===== config.mk =====
export PLATFORM = sky130hd
export DESIGN_NAME = drive_top
export DESIGN_NICKNAME = d
export VERILOG_FILES = /design/src/source/motion_cmd_pkg.sv /design/src/source/wheel_pkg.sv /design/src/source/cmd_receiver.sv /design/src/source/drive_top.sv /design/src/source/motion_mixer.sv /design/src/source/speed_ramp.sv /design/src/source/wheel_pwm.sv
export VERILOG_INCLUDE_DIRS = /design/src /design/src/include
export SDC_FILE = /design/constraint.sdc
export NUM_CORES = 1
export LEC_CHECK = 0
export BUFFER_PORTS_ARGS = -buffer_cell sky130_fd_sc_hd__buf_2
export CORE_MARGIN = 4
export CORE_UTILIZATION = 59
export CTS_CLUSTER_DIAMETER = 40
export DETAILED_ROUTE_END_ITERATION = 10
export GPL_TIMING_DRIVEN = 0
export HOLD_SLACK_MARGIN = 0.12
export PLACE_DENSITY = 0.77
export SLEW_MARGIN = 25
export SYNTH_ARGS = -nofsm -noshare
export SYNTH_HDL_FRONTEND = slang
export SYNTH_SLANG_ARGS = --single-unit

===== constraint.sdc =====
create_clock -name clk -period 4.9 [get_ports clk]
set_input_delay 0.245 -clock clk [delete_from_list [all_inputs] [get_ports clk]]
set_output_delay 0.245 -clock clk [all_outputs]
set_load 0.1 [all_outputs]

===== src/include/drive_params.svh =====
`ifndef DRIVE_PARAMS_SVH
`define DRIVE_PARAMS_SVH

// ~~~~~~~~~~~~~~~~~~~~~~~~~~~~~~~~~~~~~~~~~~~~~~~~~~~~~~~~~~~
// Drive controller constants
// ~~~~~~~~~~~~~~~~~~~~~~~~~~~~~~~~~~~~~~~~~~~~~~~~~~~~~~~~~~~

// Width shared by duty and speed. Full scale is 1023.
`define DRIVE_DUTY_W 10

// 25 kHz with a 100 MHz clock.
`define DRIVE_PWM_PERIOD 4000

// Largest duty change in one PWM period.
`define DRIVE_RAMP_STEP 64

// Flops in front of the request edge detector.
`define DRIVE_SYNC_STAGES 2

`endif


===== src/source/motion_cmd_pkg.sv =====
`include "drive_params.svh"

package motion_cmd_pkg;

    // ~~~~~~~~~~~~~~~~~~~~~~~~~~~~~~~~~~~~~~~~~~~~~~~~~~~~~~~~~~~
    // Host command types
    // ~~~~~~~~~~~~~~~~~~~~~~~~~~~~~~~~~~~~~~~~~~~~~~~~~~~~~~~~~~~

    // Codes 5 to 7 are not named and act as stop.
    typedef enum logic [2:0] {
        STOP       = 3'd0,
        FORWARD    = 3'd1,
        TURN_RIGHT = 3'd2,
        TURN_LEFT  = 3'd3,
        BACKWARD   = 3'd4
    } drive_mode_e;

    // One motion command as posted by the host.
    typedef struct packed {
        drive_mode_e               mode;   // Mode in the top bits.
        logic [`DRIVE_DUTY_W-1:0]  speed;  // Duty for the driven wheels.
    } drive_cmd_t;

endpackage


===== src/source/wheel_pkg.sv =====
`include "drive_params.svh"

package wheel_pkg;

    // ~~~~~~~~~~~~~~~~~~~~~~~~~~~~~~~~~~~~~~~~~~~~~~~~~~~~~~~~~~~
    // Per-wheel setpoint types
    // ~~~~~~~~~~~~~~~~~~~~~~~~~~~~~~~~~~~~~~~~~~~~~~~~~~~~~~~~~~~

    typedef enum logic {
        FWD = 1'b0,
        REV = 1'b1
    } wheel_dir_e;

    // Direction and duty of one wheel.
    typedef struct packed {
        wheel_dir_e                dir;
        logic [`DRIVE_DUTY_W-1:0]  duty;
    } wheel_set_t;

    // Both wheels with the left one in the upper half.
    typedef struct packed {
        wheel_set_t left;
        wheel_set_t right;
    } wheel_pair_t;

endpackage


===== src/source/cmd_receiver.sv =====
`timescale 1ns/1ps
`include "drive_params.svh"

module cmd_receiver (
    input  logic                       clk,
    input  logic                       reset,
    input  logic                       cmd_req,
    input  motion_cmd_pkg::drive_cmd_t cmd,
    output logic                       cmd_ack,
    output motion_cmd_pkg::drive_cmd_t cmd_latched,
    output logic                       cmd_valid
);

    localparam int last_stage = `DRIVE_SYNC_STAGES - 1;

    logic [`DRIVE_SYNC_STAGES-1:0] req_sync;
    logic                          req_prev;
    logic                          req_rise;
    logic                          latch_done;

    // ~~~~~~~~~~~~~~~~~~~~~~~~~~~~~~~~~~~~~~~~~~~~~~~~~~~~~~~~~~~
    // Request synchronizer and edge detect
    // ~~~~~~~~~~~~~~~~~~~~~~~~~~~~~~~~~~~~~~~~~~~~~~~~~~~~~~~~~~~

    assign req_rise = req_sync[last_stage] & ~req_prev;

    always_ff @(posedge clk or posedge reset) begin
        if (reset) begin
            req_sync <= '0;
            req_prev <= 1'b0;
        end else begin
            req_sync <= {req_sync[last_stage-1:0], cmd_req};
            req_prev <= req_sync[last_stage];
        end
    end

    // cmd is held stable by the host while the request is up.
    always_ff @(posedge clk) begin
        if (req_rise) begin
            cmd_latched <= cmd;
        end
    end

    // ~~~~~~~~~~~~~~~~~~~~~~~~~~~~~~~~~~~~~~~~~~~~~~~~~~~~~~~~~~~
    // Four-phase acknowledge
    // ~~~~~~~~~~~~~~~~~~~~~~~~~~~~~~~~~~~~~~~~~~~~~~~~~~~~~~~~~~~

    always_ff @(posedge clk or posedge reset) begin
        if (reset) begin
            latch_done <= 1'b0;
            cmd_valid  <= 1'b0;
            cmd_ack    <= 1'b0;
        end else begin
            latch_done <= req_rise;
            cmd_valid  <= latch_done;                // Pulses once with the ack rise.
            if (latch_done) begin
                cmd_ack <= 1'b1;
            end else if (!req_sync[last_stage]) begin
                cmd_ack <= 1'b0;                     // Host has dropped the request.
            end
        end
    end

endmodule


===== src/source/drive_top.sv =====
`timescale 1ns/1ps
`include "drive_params.svh"

module drive_top #(
    parameter int pwm_period = `DRIVE_PWM_PERIOD
) (
    input  logic                       clk,
    input  logic                       reset,
    input  logic                       cmd_req,
    input  motion_cmd_pkg::drive_cmd_t cmd,
    output logic                       cmd_ack,
    output logic                       pwm_left,
    output logic                       pwm_right,
    output wheel_pkg::wheel_dir_e      dir_left,
    output wheel_pkg::wheel_dir_e      dir_right,
    output logic                       settled
);

    import motion_cmd_pkg::*;
    import wheel_pkg::*;

    drive_cmd_t  cmd_latched;
    logic        cmd_valid;
    wheel_pair_t target;
    wheel_set_t  setpoint_left;
    wheel_set_t  setpoint_right;
    logic        at_target_left;
    logic        at_target_right;
    logic        period_start_left;
    logic        period_start_right;

    // ~~~~~~~~~~~~~~~~~~~~~~~~~~~~~~~~~~~~~~~~~~~~~~~~~~~~~~~~~~~
    // Command path
    // ~~~~~~~~~~~~~~~~~~~~~~~~~~~~~~~~~~~~~~~~~~~~~~~~~~~~~~~~~~~

    cmd_receiver cmd_receiver_i (
        .clk, .reset, .cmd_req, .cmd, .cmd_ack, .cmd_latched, .cmd_valid
    );

    motion_mixer motion_mixer_i (
        .clk, .reset, .cmd_latched, .cmd_valid, .target
    );

    // ~~~~~~~~~~~~~~~~~~~~~~~~~~~~~~~~~~~~~~~~~~~~~~~~~~~~~~~~~~~
    // Wheels
    // ~~~~~~~~~~~~~~~~~~~~~~~~~~~~~~~~~~~~~~~~~~~~~~~~~~~~~~~~~~~

    speed_ramp ramp_left_i (
        .clk, .reset, .target(target.left), .period_start(period_start_left),
        .setpoint(setpoint_left), .at_target(at_target_left)
    );

    speed_ramp ramp_right_i (
        .clk, .reset, .target(target.right), .period_start(period_start_right),
        .setpoint(setpoint_right), .at_target(at_target_right)
    );

    wheel_pwm #(.pwm_period(pwm_period)) pwm_left_i (
        .clk, .reset, .duty(setpoint_left.duty), .pwm(pwm_left),
        .period_start(period_start_left)
    );

    wheel_pwm #(.pwm_period(pwm_period)) pwm_right_i (
        .clk, .reset, .duty(setpoint_right.duty), .pwm(pwm_right),
        .period_start(period_start_right)
    );

    assign dir_left  = setpoint_left.dir;
    assign dir_right = setpoint_right.dir;
    assign settled   = at_target_left & at_target_right;   // Both ramps done.

endmodule


===== src/source/motion_mixer.sv =====
`timescale 1ns/1ps
`include "drive_params.svh"

module motion_mixer (
    input  logic                       clk,
    input  logic                       reset,
    input  motion_cmd_pkg::drive_cmd_t cmd_latched,
    input  logic                       cmd_valid,
    output wheel_pkg::wheel_pair_t     target
);

    import motion_cmd_pkg::*;
    import wheel_pkg::*;

    wheel_pair_t mix;

    function automatic wheel_set_t make_set(
        input wheel_dir_e               dir,
        input logic [`DRIVE_DUTY_W-1:0] duty
    );
        wheel_set_t set;
        set.dir  = dir;
        set.duty = duty;
        return set;
    endfunction

    // ~~~~~~~~~~~~~~~~~~~~~~~~~~~~~~~~~~~~~~~~~~~~~~~~~~~~~~~~~~~
    // Mode decode
    // ~~~~~~~~~~~~~~~~~~~~~~~~~~~~~~~~~~~~~~~~~~~~~~~~~~~~~~~~~~~

    always_comb begin
        case (cmd_latched.mode)
            FORWARD: begin
                mix.left  = make_set(FWD, cmd_latched.speed);
                mix.right = make_set(FWD, cmd_latched.speed);
            end
            BACKWARD: begin
                mix.left  = make_set(REV, cmd_latched.speed);   // Both wheels reversed.
                mix.right = make_set(REV, cmd_latched.speed);
            end
            TURN_RIGHT: begin
                mix.left  = make_set(FWD, cmd_latched.speed);
                mix.right = make_set(FWD, '0);
            end
            TURN_LEFT: begin
                mix.left  = make_set(FWD, '0);
                mix.right = make_set(FWD, cmd_latched.speed);
            end
            default: begin
                mix.left  = make_set(FWD, '0);                   // Stop and codes 5 to 7.
                mix.right = make_set(FWD, '0);
            end
        endcase
    end

    always_ff @(posedge clk or posedge reset) begin
        if (reset) begin
            target <= '0;
        end else if (cmd_valid) begin
            target <= mix;
        end
    end

endmodule


===== src/source/speed_ramp.sv =====
`timescale 1ns/1ps
`include "drive_params.svh"

module speed_ramp (
    input  logic                  clk,
    input  logic                  reset,
    input  wheel_pkg::wheel_set_t target,
    input  logic                  period_start,
    output wheel_pkg::wheel_set_t setpoint,
    output logic                  at_target
);

    import wheel_pkg::*;

    localparam logic [`DRIVE_DUTY_W-1:0] ramp_step = `DRIVE_RAMP_STEP;

    logic [`DRIVE_DUTY_W-1:0] up_gap;
    logic [`DRIVE_DUTY_W-1:0] down_gap;
    wheel_set_t               next_set;

    assign up_gap   = target.duty - setpoint.duty;
    assign down_gap = setpoint.duty - target.duty;

    // ~~~~~~~~~~~~~~~~~~~~~~~~~~~~~~~~~~~~~~~~~~~~~~~~~~~~~~~~~~~
    // Next setpoint with one step per PWM period
    // ~~~~~~~~~~~~~~~~~~~~~~~~~~~~~~~~~~~~~~~~~~~~~~~~~~~~~~~~~~~

    always_comb begin
        next_set = setpoint;
        if (target.dir != setpoint.dir) begin
            // Run down to zero before the flip to protect the H-bridge.
            if (setpoint.duty == '0) begin
                next_set.dir = target.dir;                   // Duty stays zero here.
            end else if (setpoint.duty > ramp_step) begin
                next_set.duty = setpoint.duty - ramp_step;
            end else begin
                next_set.duty = '0;
            end
        end else if (target.duty > setpoint.duty) begin
            if (up_gap > ramp_step) begin
                next_set.duty = setpoint.duty + ramp_step;
            end else begin
                next_set.duty = target.duty;                 // Clipped so it never overshoots.
            end
        end else if (target.duty < setpoint.duty) begin
            if (down_gap > ramp_step) begin
                next_set.duty = setpoint.duty - ramp_step;
            end else begin
                next_set.duty = target.duty;
            end
        end
    end

    always_ff @(posedge clk or posedge reset) begin
        if (reset) begin
            setpoint <= '0;
        end else if (period_start) begin
            setpoint <= next_set;
        end
    end

    assign at_target = (setpoint == target);

endmodule


===== src/source/wheel_pwm.sv =====
`timescale 1ns/1ps
`include "drive_params.svh"

module wheel_pwm #(
    parameter int pwm_period = `DRIVE_PWM_PERIOD
) (
    input  logic                     clk,
    input  logic                     reset,
    input  logic [`DRIVE_DUTY_W-1:0] duty,
    output logic                     pwm,
    output logic                     period_start
);

    localparam int cnt_w  = (pwm_period > 1) ? $clog2(pwm_period) : 1;
    localparam int prod_w = cnt_w + `DRIVE_DUTY_W;

    localparam logic [cnt_w-1:0]  last_count = cnt_w'(pwm_period - 1);
    localparam logic [prod_w-1:0] period_ext = prod_w'(pwm_period);

    logic [cnt_w-1:0]  count;
    logic [prod_w-1:0] product;
    logic [cnt_w-1:0]  high_new;
    logic [cnt_w-1:0]  high_time;
    logic [cnt_w-1:0]  high_now;

    // Strobe on the last count, so the ramp's new duty is there at count 0.
    assign period_start = (count == last_count);

    // ~~~~~~~~~~~~~~~~~~~~~~~~~~~~~~~~~~~~~~~~~~~~~~~~~~~~~~~~~~~
    // High time as period * duty / 1024
    // ~~~~~~~~~~~~~~~~~~~~~~~~~~~~~~~~~~~~~~~~~~~~~~~~~~~~~~~~~~~

    assign product  = period_ext * prod_w'(duty);
    assign high_new = product[prod_w-1:`DRIVE_DUTY_W];                // Rounds down.
    assign high_now = (count == '0) ? high_new : high_time;

    always_ff @(posedge clk or posedge reset) begin
        if (reset) begin
            count     <= last_count;                    // First cycle out of reset strobes.
            high_time <= '0;
            pwm       <= 1'b0;
        end else begin
            if (period_start) begin
                count <= '0;
            end else begin
                count <= count + 1'b1;
            end
            if (count == '0) begin
                high_time <= high_new;                  // Held for the whole period.
            end
            pwm <= (count < high_now);
        end
    end

endmodule


* Word-level counts from Yosys, hierarchy flattened
Cells that the tools add are included.
** Operators by class
- Reductions and logical operators :: 10
- Multiply operators :: 2
- Bitwise logic cells :: 3
- Multiplexer cells :: 21
- Magnitude comparators :: 12
- Equal/unequal tests :: 13
- Add/subtract/negate cells :: 10
** Operators with widths (number)
- two-way mux 10 bit :: 14
- case mux 22 bit (4 select lines) :: 1
- greater-than comparator 10 x 7 -> 1 bit (second input constant) :: 6
- two-way mux 12 bit :: 4
- subtractor 10 bit :: 4
- multiplier 7 x 10 -> 17 bit (first input constant) :: 2
- adder 12 x 1 -> 12 bit (second input constant) :: 2
- equality test 12 bit (second input constant) :: 2
- logical NOT 12 bit :: 2
- < comparator 12 bit :: 2
- equality test 11 bit :: 2
- adder 10 x 7 -> 10 bit (second input constant) :: 2
- greater-than comparator 10 bit :: 2
- logical NOT 10 bit :: 2
- < comparator 10 bit :: 2
- subtractor 10 x 7 -> 10 bit (second input constant) :: 2
- AND reduction 3 bit :: 4
- equality test 3 x 2 -> 1 bit (second input constant) :: 2
- != test 2 bit (second input constant) :: 3
- nonzero test 3 bit :: 2
- equality test 3 x 1 -> 1 bit (second input constant) :: 1
- equality test 3 bit (second input constant) :: 1
- AND 1 bit :: 2
- two-way mux 1 bit :: 2
- other kinds (2) :: 3
** Word-level totals
- Register bits :: 113
- Word-level logic and storage cells :: 92
- Bits of input ports :: 16
- Output and inout port bits :: 6

* Logic depth before layout (Yosys ltp)
Gate-level depths: netlist (run 1).
- Depth in word-level cells :: 6
- Depth in mapped cells :: 27
- Mapped depth without buffers :: 27

* Hierarchy
Synthesis (run 1) repeated with hierarchy kept, for this count alone.
** Unflattened totals
- Cell total of the unflattened synthesis :: 1250
- Area total of the unflattened synthesis :: 11587.4 um^2
** By module, submodules not included
- wheel_pwm at pwm_left_i :: area each 3138.0 um^2, times used 1, cells an instance 318, seq. area each 638.1 um^2
- wheel_pwm at pwm_right_i :: area each 3080.5 um^2, times used 1, cells an instance 313, seq. area each 638.1 um^2
- speed_ramp at ramp_left_i :: area each 2016.9 um^2, times used 1, cells an instance 269, seq. area each 275.3 um^2
- speed_ramp at ramp_right_i :: area each 1940.6 um^2, times used 1, cells an instance 245, seq. area each 275.3 um^2
- motion_mixer :: area each 847.1 um^2, times used 1, cells an instance 82, seq. area each 525.5 um^2
- cmd_receiver :: area each 558.0 um^2, times used 1, cells an instance 22, seq. area each 540.5 um^2
- drive_top :: area each 6.3 um^2, times used 1, cells an instance 1, seq. area each 0.0 um^2

* Least setup slack after synthesis (run 1)
Ideal clock, no wire load.
- Path type :: flip-flop to flip-flop
- Start point :: register ramp_left_i.setpoint[7] (netlist name)
- End point :: register pwm_left_i.pwm
- Buffers on the path :: 0
- Period minus slack after synthesis :: 5258 ps
- Cell stages (with the launch flop) :: 26
- Arrival :: 5164 ps
- Path slack :: -358 ps
- Setup time :: 94 ps
- Required time :: 4806 ps
- Cell sequence :: dfrtp_1 -> inv_1 -> ha_1 -> inv_1 -> fa_1 -> inv_1 -> fa_1 -> inv_1 -> fa_1 -> inv_1 -> ha_1 -> nand3_1 -> a2111o_1 -> a31oi_1 -> a21oi_1 -> o21bai_1 -> a21oi_1 -> o21bai_1 -> xnor2_1 -> o21a_1 -> ha_1 -> nand4_1 -> nor2_1 -> o21ai_0 -> a21oi_1 -> a211oi_1
** Between the ends
- Cells in the longest elaborated chain, start to end :: 3
** RTL lines
- from (decl) :: RTL line speed_ramp.sv:9 : output wheel_pkg::wheel_set_t setpoint,
- from (signal assigned) :: RTL line speed_ramp.sv:58 : setpoint <= next_set;
- multiplier 7 x 10 -> 17 bit :: RTL line wheel_pwm.sv:33 : assign product = period_ext * prod_w'(duty);
- two-way mux 12 bit :: RTL line wheel_pwm.sv:35 : assign high_now = (count == '0) ? high_new : high_time;
- < comparator 12 bit :: RTL line wheel_pwm.sv:51 : pwm <= (count < high_now);
- to (signal assigned) :: RTL line wheel_pwm.sv:51
- to (decl) :: RTL line wheel_pwm.sv:10 : output logic pwm,
No other way between the ends.
A chain may end at the register's enable or synchronous reset.

* Worst setup path in the final report (run 1)
- Start point :: register ramp_left_i.setpoint[3] (netlist name)
- End point :: register pwm_left_i.pwm
The elaborated chain is that of the path after synthesis.

==> metrics.md, run 1 <==
| Metric | Value |
|---|---|
| Critical Path Fanout Max | `4` |
| CTS Buffer Depth | `2` |
| Synthesis Warnings | `0` |
| Largest net degree at the start of global routing | `73` |
| Cells after Synth | `1065` |
| Clock Sinks | `around 110` |
| Max frequency | `~190 MHz` |
| CTS root buf | `clkbuf_16` |
| Ant. Diodes | `0` |
| Final hold viol count | `0` |
| Failing checks | `negative setup slack` |
| Vias | `7878` |
| Register Area | `2914 um^2` |
| Clk_lat worst skew | `360 ps` |
| Max Slew Vio Count | `0` |
| # rows | `48` |
| I/O Pins | `22` |
| DRT Wirelength | `22840 um` |
| Final net count | `1385` |
| First-pass GRT wire length | `approximately 39000 um` |
| Class of the worst hold path | `flip-flop to flip-flop` |
| Setup CP Type | `flip-flop to flip-flop` |
| HPWL Detailed | `17070 um` |
| Max Clock Skew | `17.54 ps` |
| Area occupied by multi-input gates | `around 7000 um^2` |
| Routability cong. | `0.8887` |
| Static leakage | `5.822 nW` |
| Pwr/cell area | `~190 nW/um^2` |
| Syn Nets | `approximately 1300` |
| GR Util All Layers | `24.01%` |
| RSZ-0062 raised after global routing | `yes` |
| Period minus WS final | `5361 ps` |
| Number of enable flip-flop cells after synthesis | `13` |
| Startpoint types | `flip-flop` |
| Worst vdd ir | `just under 0.2 mV` |
| CTS tree | `done` |
| Number of remaining DRC errors | `0` |
| Max Cap Viol | `0` |
| PortBufs | `21` |
| Synth-to-layout area growth | `14.38%` |
| TritonCTS Buffers | `9` |
| CTS H-tree depth | `3` |
| Iter 0 DRT Violations | `404` |
| Hold slack final | `between 300 and 400 ps` |
| Antenna violations before repair | `0` |
| Seq/Total Area, Yosys | `between 20 and 30%` |
| Wire per inst | `16.55 um` |
| Syn Area/Cell | `9.788 um^2` |
| Layout cells sized above 1 | `17.92%` |
| Die height | `roughly 140 um` |
| Commonest non-fill, non-tap cells in the layout | `ha_1, inv_1, nor2_1` |
| Worst Path Arrival | `between 5000 and 6000 ps` |
| Synth unique cells | `81` |
| Crit end category | `flip-flop` |
| Core ar. | `17300 um^2` |
| Clock slew at reported path FFs | `approximately 90 ps` |
| Synthesized area | `between 10000 and 15000 um^2` |
| Asr flop ratio synth | `between 80 and 90%` |
| Die ar. | `19860 um^2` |
| Outcome | `finished with violations` |
| Global route overflow | `0` |
| Period utilization | `109.4%` |
| PnR worst setup slack | `-461.2 ps` |
| Most common cell after layout, fill and taps aside | `ha_1` |
| Initial Utilization | `60.26%` |
| Max-slew headroom | `39.79%` |
| Crit path max-delay cell type | `fa_1` |
| Worst path max stage delay | `500 ps` |
| WP data required | `5160 ps` |
| Fillers | `1348` |
| Non-filler cells, final | `~1400` |
| Worst-Margin Slew | `903.2 ps` |
| Most used cell, CP | `fa_1` |
| DR vias/cell | `about 5.7` |
| Routed Antenna Nets | `0` |
| Top_reg_cell synth | `dfrtp_1` |
| Drt pass-1 iters | `5` |
| Post-placement cell count | `~1300` |
| Endpoints failing setup | `2` |
| Synth Register Bits | `112` |
| Die Wd | `about 140 um` |
| Vias in the first global route | `approximately 8000` |
==> synth_stat cells, drive strengths merged, types with 5 or more instances <==
cell type | n | area, um^2
a211o | 5 | 52.55
a211oi | 7 | 57.55
a21boi | 6 | 48.80
a21o | 14 | 105.1
a21oi | 39 | 198.9
a22o | 13 | 113.9
a31oi | 8 | 56.30
and3 | 9 | 61.31
buf | 6 | 55.05
clkbuf | 15 | 57.55
dfrtp | 79 | 1977
dfstp | 20 | 525.5
edfxtp | 13 | 390.4
fa | 60 | 1201
ha | 158 | 1977
inv | 153 | 574.3
mux2 | 15 | 172.7
mux2i | 16 | 172.7
nand2 | 49 | 183.9
nand2b | 9 | 56.30
nand3 | 34 | 170.2
nand4 | 8 | 50.05
nor2 | 71 | 269.0
nor2b | 17 | 106.4
nor3 | 16 | 80.08
nor4 | 6 | 37.54
o211ai | 5 | 37.54
o21a | 8 | 60.06
o21ai | 44 | 227.7
o21bai | 6 | 45.04
o22ai | 23 | 143.9
or3 | 9 | 56.30
or4 | 7 | 52.55
xnor2 | 33 | 289.0
xor2 | 35 | 306.5
==> layer usage <==
layer	wire length (um)	GRT usage (%)
met1	11390	35.37
met5	0	0
met2	10240	37.70
met3	847	2.985
met4	361	6.527
==> logic make-up (layout without fill, tap and decap cells) <==
kind of cell               Yosys count  after routing  synth area share [%]
adders and majority gates          218            218                 30.49
and+or+nand+nor                    250            250                 11.81
AOI/OAI and AO/OA                  212            212                 14.33
buffers and inverters              174            264                 6.590
muxes                               31             31                 3.313
DFF                                112            112                 27.75
xor gates and xnor gates            68             68                 5.714
==> critical path: cells and delay by family (launching register included) <==
family	cells	cell delay, ps
AOI/OAI and AO/OA	10	1610
xor gates and xnor gates	1	120
adders and majority gates	6	2430
buffers and inverters	5	370
DFF	1	440
and+or+nand+nor	3	270
==> state kept, by name, indices dropped and copies added, names as in the netlist <==
| signal | count |
|---|---|
| cmd_receiver_i.req_prev | 1 |
| ramp_left_i.setpoint | 11 |
| cmd_receiver_i.req_sync | 2 |
| pwm_left_i.count | 12 |
| ramp_right_i.setpoint | 11 |
| pwm_left_i.high_time | 12 |
| pwm_right_i.count | 12 |
| motion_mixer_i.target | 21 |
| cmd_receiver_i.cmd_valid | 1 |
| cmd_receiver_i.cmd_latched | 13 |
| pwm_left_i.pwm | 1 |
| pwm_right_i.high_time | 12 |
| cmd_receiver_i.cmd_ack | 1 |
| pwm_right_i.pwm | 1 |
| cmd_receiver_i.latch_done | 1 |
==> report_power, final <==
group | internal (mW) | switching (mW)
clock | 0.404 | 0.367
combinational | 0.197 | 0.291
sequential | 0.964 | 0.0216
total | 1.56 | 0.680
==> stage by stage <==
| step | power (mW) | TNS, ps | setup slack (ps) | area (um^2) | util (%) |
|---|---|---|---|---|---|
| floorplan | 1.373 | -213.6 | -212.5 | 10530 | - |
| global placement | 1.462 | -1178 | -787.3 | 10920 | 63.11 |
| detailed placement | 1.470 | -1522 | -913.2 | 10950 | 63.31 |
| CTS | 2.250 | -590.7 | -384.4 | 11760 | 67.97 |
| global route | 2.348 | -1168 | -688.0 | 11920 | 68.93 |
| finish | 2.245 | -669.5 | -461.2 | 11920 | 68.93 |
==> what timing repair did <==
action,4_1_cts,5_1_grt
endpoints found under the hold margin,41,0
resized for setup,43,15
endpoints found under the setup margin,4,2
pin swaps,29,23
gates cloned,0,0
buffers inserted,27,11
hold buffers,15,0
==> worst paths after layout <==
| kind | startpoint | end | slack [ps] | depth (start not counted) |
|---|---|---|---|---|
| setup / recovery | ramp_left_i.setpoint[3] | pwm_left_i.pwm | -460 | 25 |
| setup reg to reg | ramp_left_i.setpoint[3] | pwm_left_i.pwm | -460 | 25 |
| hold / removal | cmd_receiver_i.req_sync[0] | cmd_receiver_i.req_sync[1] | 350 | 0 |
| min in group asynchronous | reset | pwm_right_i.high_time[3] | 390 | 3 |
| max in group asynchronous | reset | ramp_left_i.setpoint[2] | 3840 | 4 |
| hold reg to reg | cmd_receiver_i.req_sync[0] | cmd_receiver_i.req_sync[1] | 350 | 0 |
==> area by class of cell <==
cell class | count | area share (%)
Inverter | 153 | 5.142
Clock buffer | 9 | 1.889
Buffer | 21 | 0.9445
Clock inverter | 6 | 0.6716
Tap cell | 225 | 2.361
Sequential cell | 112 | 24.44
Timing Repair Buffer | 75 | 4.859
Multi-Input combinational cell | 779 | 59.69
No activity file was read; power rests on OpenSTA's default activity.
==> run 2: changes to the inputs <==
--- a/config.mk
+++ b/config.mk
@@ -9,3 +9,4 @@
 export BUFFER_PORTS_ARGS = -buffer_cell sky130_fd_sc_hd__buf_2
-export CORE_MARGIN = 4
+export CAP_MARGIN = 20
+export CORE_MARGIN = 5
 export CORE_UTILIZATION = 59
--- a/constraint.sdc
+++ b/constraint.sdc
@@ -3,2 +3,2 @@
 set_output_delay 0.245 -clock clk [all_outputs]
-set_load 0.1 [all_outputs]
+set_load 0.005 [all_outputs]
==> run 2 against run 1 <==
  * Clock power down 5.1%
  * Critical endpoint unchanged
  * Design area down 0.63%
  * Register-to-register slack better by 140 ps
  * Setup slack better by 140 ps
  * The run still ends with negative setup slack left
  * Critical path depth down 3
  * First-iteration DRC count up 18%
  * Via count about the same
  * Non-clock buffer count up 1
  * Largest cell class unchanged
  * Cell count up 0.14%
  * Clock skew down 2.7 ps
==> metrics.md, run 2 (same netlist as run 1, synthesis figures left out) <==
| Metric | Value |
|---|---|
| Hold slack final | `around 360 ps` |
| Routability cong. | `slightly above 0.9` |
| TNS Setup | `-500.1 ps` |
| Worst path max stage delay | `approximately 520 ps` |
| First-pass GRT wire length | `39370 um` |
| Outcome | `finished with violations` |
| PnR worst setup slack | `-319.3 ps` |
| Top Family by Delay on Critical Path | `adder cells` |
| Clk_lat worst skew | `360 ps` |
| CTS H-tree depth | `3` |
| Worst vdd ir | `approximately 0.18 mV` |
| Setup CP Type | `flip-flop to flip-flop` |
| Final net count | `~1400` |
| Max Slew Vio Count | `0` |
| TritonCTS Buffers | `9` |
| Iter 0 DRT Violations | `about 480` |
| Layout cells sized above 1 | `17.55%` |
| Die height | `142.9 um` |
| Largest regs | `motion_mixer_i.target: 21 flops, cmd_receiver_i.cmd_latched: 13 flops` |
| Fillers | `~1300` |
| Period utilization | `106.5%` |
| Max Cap Viol | `0` |
| Number of flip-flops in the largest register | `21` |
| Ant. Diodes | `0` |
| Period minus WS final | `5219 ps` |
| Vias in the first global route | `8245` |
| Max Clock Skew | `around 15 ps` |
| Number of remaining DRC errors | `0` |
| RSZ-0062 raised after global routing | `yes` |
| Vias | `7881` |
| Drt pass-1 iters | `5` |
| Register Area | `2914 um^2` |
| Clock slew at reported path FFs | `90 ps` |
| Final Util | `68.50%` |
| Final hold viol count | `0` |
| Endpoints failing setup | `2` |
| Pwr/cell area | `185.7 nW/um^2` |
| I/O Pins | `22` |
| Max frequency | `191.6 MHz` |
| Routed Antenna Nets | `0` |
| DP Area | `10960 um^2` |
| Most common cell after layout, fill and taps aside | `ha_1` |
| Crit end category | `flip-flop` |
| Top reg by flops | `motion_mixer_i.target` |
| Most used cell, CP | `fa_1` |
| GR Util All Layers | `between 20% and 30%` |
| Clock Sinks | `112` |
| DRT Wirelength | `approximately 23000 um` |
| Crit path buffers/inverters | `2` |
| Die ar. | `20430 um^2` |
| Worst Path Arrival | `5480 ps` |
| Startpoint types | `flip-flop` |
| Die Wd | `142.9 um` |
| WP data required | `5160 ps` |
| HPWL Detailed | `around 17000 um` |
| Failing checks | `negative setup slack` |
| PortBufs | `21` |
| Post-route cell area | `~12000 um^2` |
| Critical Path Fanout Max | `4` |
| Antenna violations before repair | `0` |
| Wire per inst | `16.34 um` |
| Crit path max-delay cell type | `fa_1` |
| # rows | `48` |
| DR vias/cell | `5.703` |
| Max-slew headroom | `29.53%` |
| Synth-to-layout area growth | `13.66%` |
| CP cell instances | `fa_1 -> fa_1 -> inv_1 -> fa_1 -> fa_1 -> inv_1 -> ha_4 -> nor2_1 -> a2111o_1 -> a31oi_4 -> a21oi_2 -> o21bai_2 -> a21oi_2 -> o21bai_1 -> xnor2_1 -> o21a_1 -> ha_4 -> nand4_1 -> nor2_1 -> o21ai_1 -> a21oi_2 -> a211oi_2` |
| CTS tree | `done` |
| CTS root buf | `clkbuf_16` |
| Largest net degree at the start of global routing | `52` |
| Worst-Margin Slew | `1057 ps` |
| Static leakage | `5.801 nW` |
| CTS Buffer Depth | `2` |
| Core ar. | `17300 um^2` |
| Initial Utilization | `60.26%` |
| Commonest non-fill, non-tap cells in the layout | `ha_1, inv_1, nor2_1` |
| Global route overflow | `0` |
| Area occupied by multi-input gates | `7057 um^2` |
| Class of the worst hold path | `flip-flop to flip-flop` |
[run 2: routing by layer]
layer / global-route usage [%] / share of wire, %
met1: 29.95 / 43
met2: 42.01 / 51
met3: 3.416 / 3.0
met5: 0 / 0
met4: 8.254 / 3.0
[run 2: worst register-to-register path, cell delays in order (launching register included)]
cell      delay (ps)
dfrtp_2          470
fa_1             520
fa_1             500
inv_1             50
fa_1             470
fa_1             500
inv_1             70
ha_4             270
nor2_1            50
a2111o_1         400
a31oi_4          230
a21oi_2           90
o21bai_2         180
a21oi_2           90
o21bai_1         170
xnor2_1          110
o21a_1           210
ha_4             270
nand4_1           60
nor2_1           110
o21ai_1           90
a21oi_2          150
a211oi_2          50
[run 2: path summary, 6_finish.rpt]
path,depth (start not counted),slack [ps],from,end
max,22,-320,ramp_left_i.setpoint[1],pwm_left_i.pwm
min,0,360,cmd_receiver_i.req_sync[0],cmd_receiver_i.req_sync[1]
max reg2reg,22,-320,ramp_left_i.setpoint[1],pwm_left_i.pwm
min reg2reg,0,360,cmd_receiver_i.req_sync[0],cmd_receiver_i.req_sync[1]
max in group asynchronous,4,3790,reset,pwm_right_i.count[11]
min in group asynchronous,3,470,reset,pwm_right_i.count[6]
[run 2: timing repair]
item                                    CTS  global route
pin swaps                                23            15
hold buffers                             15             0
resized for setup                        37            10
endpoints found under the setup margin    2             2
hold endpoints to repair                 46             0
buffers inserted                         32             6
[run 2: area by class of cell]
| cell class | instances | share of cell area, % |
|---|---|---|
| multi-input cells | 779 | 59.56 |
| flip-flops and latches | 112 | 24.60 |
| inverters | 153 | 5.154 |
| repair buffers | 76 | 4.921 |
| well taps | 225 | 2.376 |
| clock buffers | 10 | 1.933 |
| plain buffers | 21 | 0.9505 |
| clock inverters | 6 | 0.5069 |
[run 2: through the flow]
stage          cells  setup slack [ps]  total power, mW
3_5_place_dp    1313            -716.3            1.466
2_1_floorplan   1065            -212.5            1.364
3_3_place_gp    1311            -709.6            1.453
4_1_cts         1376            -351.8            2.206
5_1_grt         1382            -517.9            2.314
6_report        1382            -319.3            2.200
[run 2: power by group]
group          switching [mW]  total [mW]  internal (mW)
Sequential             0.0225       0.986          0.964
Clock                   0.374       0.732          0.358
Combinational           0.284       0.482          0.198
==> run 3: changes to the inputs <==
Settings changed: SYNTH_HIERARCHICAL from default to 1.
Clock period 4.9 ns to 4.3 ns, I/O delays scaled along.
==> run 3 against run 2 <==
  * The flow still finishes with violations (negative setup slack)
  * Sequential cell count unchanged
  * Clock power is 3.3% higher
  * Global-route usage up 0.23 points
  * Sequential power up 15%
  * Register-to-register slack worse by 560 ps
  * Wire length up 15%
  * Core utilization is 1.0 points lower
  * Critical path type unchanged
  * Highest routed layer unchanged
==> metrics.md, run 3 <==
| Metric | Value |
|---|---|
| Outcome | `finished with violations` |
| Failing checks | `negative setup slack` |
| Cells after Synth | `1250` |
| Max Cap Viol | `0` |
| Die Wd | `150.1 um` |
| Vias in the first global route | `9523` |
| Final hold viol count | `0` |
| Initial Utilization | `between 50% and 60%` |
| Seq/Total Area, Yosys | `24.96%` |
| Synthesized area | `11590 um^2` |
| RSZ-0062 raised after global routing | `yes` |
| CTS root buf | `clkbuf_16` |
| Worst vdd ir | `0.1779 mV` |
| First-pass GRT wire length | `roughly 45000 um` |
| CTS Buffer Depth | `2` |
| Count leader, synth | `inv_1` |
| Max-slew headroom | `about 40%` |
| # rows | `between 50 and 60` |
| Synth top area share | `17.06%` |
| Ant. Diodes | `0` |
| Yosys top cell by area | `dfrtp_1` |
| Endpoints failing setup | `2` |
| Startpoint types | `flip-flop` |
| Worst-Margin Slew | `901.6 ps` |
| Routability cong. | `0.8868` |
| Non-filler cells, final | `1610` |
| Setup CP Type | `flip-flop to flip-flop` |
| Crit end category | `flip-flop` |
| Final Util | `67.47%` |
| DR vias/cell | `5.893` |
| Post-placement cell count | `approximately 1500` |
| Max Clock Skew | `5.707 ps` |
| Core ar. | `19400 um^2` |
| CTS H-tree depth | `3` |
| Fillers | `1574` |
| Critical Path Fanout Max | `5` |
| Routed Antenna Nets | `0` |
| Synth-to-layout area growth | `12.95%` |
| Die ar. | `between 20000 and 25000 um^2` |
| Pwr/cell area | `193.8 nW/um^2` |
| DP Area | `12180 um^2` |
| Global route overflow | `0` |
| CP endpoint | `pwm_right_i/pwm` |
| Top reg by flops | `motion_mixer_i/target` |
| Clk_lat worst skew | `~350 ps` |
| Largest regs | `motion_mixer_i/target: 21 flops, cmd_receiver_i/cmd_latched: 13 flops` |
| Static leakage | `6.017 nW` |
| Max Slew Vio Count | `0` |
| Area occupied by multi-input gates | `between 8000 and 9000 um^2` |
| Register Area | `2915 um^2` |
| Period utilization | `120.5%` |
| Synth Register Bits | `112` |
| Cells taking the most area after synthesis | `dfrtp_1, ha_1, fa_1, inv_1, dfstp_2` |
| Post-route cell area | `approximately 13000 um^2` |
| Layout cells sized above 1 | `18.22%` |
| CP Launch Point | `ramp_right_i/setpoint[4]` |
| Most common cell after layout, fill and taps aside | `inv_1` |
| Overall Power | `between 2 and 3 mW` |
| WP data required | `4530 ps` |
| Post-synth top cells | `inv_1, ha_1, dfrtp_1, nand2_1, nor2_1` |
| GR Util All Layers | `24.05%` |
| Worst Path Arrival | `5410 ps` |
| Asr flop ratio synth | `88.39%` |
| Clock Sinks | `112` |
| Vias | `about 9500` |
| Drt pass-1 iters | `5` |
| HPWL Detailed | `19720 um` |
| Register-to-register setup slack | `-880 ps` |
| TNS Setup | `-1569 ps` |
| Largest net degree at the start of global routing | `26` |
| Commonest non-fill, non-tap cells in the layout | `inv_1, ha_1, nand2_1` |
| Number of enable flip-flop cells after synthesis | `13` |
| Worst flop-to-flop path endpoint | `pwm_right_i/pwm` |
| Wire per inst | `16.18 um` |
| CTS tree | `done` |
| Period minus WS final | `5183 ps` |
| Syn Area/Cell | `9.270 um^2` |
| Iter 0 DRT Violations | `605` |
| Top_reg_cell synth | `dfrtp_1` |
| Number of remaining DRC errors | `0` |
| TritonCTS Buffers | `9` |
| I/O Pins | `22` |
| Synthesis Warnings | `6` |
| Max frequency | `192.9 MHz` |
| PortBufs | `21` |
| Die height | `150.1 um` |
| Final net count | `1564` |
| Antenna violations before repair | `0` |
| Clock slew at reported path FFs | `~70 ps` |
| Syn Nets | `1474` |
| DRT Wirelength | `26050 um` |
| Number of flip-flops in the largest register | `21` |
| PnR worst setup slack | `-882.9 ps` |
| Reg2Reg Depth | `21` |
| RR Startpoint | `ramp_right_i/setpoint[4]` |
| Class of the worst hold path | `flip-flop to flip-flop` |
| Synth unique cells | `104` |
## run 3: changes by cell type after synthesis, sizes merged, moves of 10 or more
cell,delta
a211oi,+10
a21oi,+30
buf,+16
ha,-10
inv,+28
nand2,+26
nand4,+26
nor3,+14
o211ai,+13
o31ai,+10
xor2,-14
## run 3: worst max-delay path: stages (launching register included)
cell	delay [ps]
dfrtp_2	390
inv_4	60
fa_1	510
fa_1	500
inv_1	50
fa_1	490
inv_1	50
fa_1	490
inv_2	50
ha_4	230
nand4_1	180
a221oi_4	70
buf_4	180
o31a_1	270
or4_4	420
and3_4	180
ha_4	260
nand4_1	110
nor3_2	280
a211oi_2	100
o21ai_1	100
a31oi_1	70
## run 3: area by class of cell
class | count | share of cell area [%]
Buffer | 39 | 1.902
Clock inverter | 3 | 0.1530
Multi-Input combinational cell | 918 | 61.58
Timing Repair Buffer | 79 | 4.417
Sequential cell | 112 | 22.28
Clock buffer | 13 | 1.836
Tap cell | 265 | 2.533
Inverter | 181 | 5.306
## run 3: routing by layer
layer	up-vias	track usage, %	share of wire, %
met5	-	0	0
met4	0	6.633	2.2
met3	51	3.131	3.5
met2	212	41.36	49
met1	4588	32.09	46
li1	4636	-	-
## run 3: logic make-up after synthesis
family	Yosys count	synth area share (%)
buffers and inverters	220	8.012
AND/OR/NAND/NOR	343	15.91
flip-flops	112	24.96
adder cells (fa/ha/maj)	208	26.35
AO/OA/AOI/OAI	294	18.75
multiplexers	24	2.321
XOR/XNOR	49	3.704
## run 3: power by group
| part | leakage (nW) | switching [mW] | internal [mW] |
|---|---|---|---|
| clock network | 0.121 | 0.363 | 0.393 |
| logic | 4.53 | 0.382 | 0.270 |
| registers | 1.37 | 0.0306 | 1.10 |
## run 3: repair_timing
| item | CTS | global route |
|---|---|---|
| buffers inserted | 31 | 12 |
| endpoints found under the setup margin | 9 | 4 |
| resized for setup | 28 | 15 |
| hold endpoints to repair | 63 | 0 |
| hold buffers | 15 | 0 |
| pin swaps | 13 | 23 |
## run 3: how the worst min path moves through the flow
stage                                     startpoint  slack (ps)                    endpoint  cells after the start
after global routing      cmd_receiver_i/req_sync[0]         370  cmd_receiver_i/req_sync[1]                      0
after floorplan                                reset           6      cmd_receiver_i/cmd_ack                      1
after detailed placement                       reset         240    cmd_receiver_i/cmd_valid                      2
after global placement                         reset         230   cmd_receiver_i/latch_done                      2
final                     cmd_receiver_i/req_sync[0]         350  cmd_receiver_i/req_sync[1]                      0
after CTS                 cmd_receiver_i/req_sync[0]         350  cmd_receiver_i/req_sync[1]                      0
## run 3: through the flow
stage	hold WS [ps]	setup WS, ps
after CTS	353.8	-808.5
after floorplan	5.959	-558.5
after global routing	372.7	-1017
final	350.4	-882.9
after global placement	232.1	-1113
after detailed placement	240.2	-1207
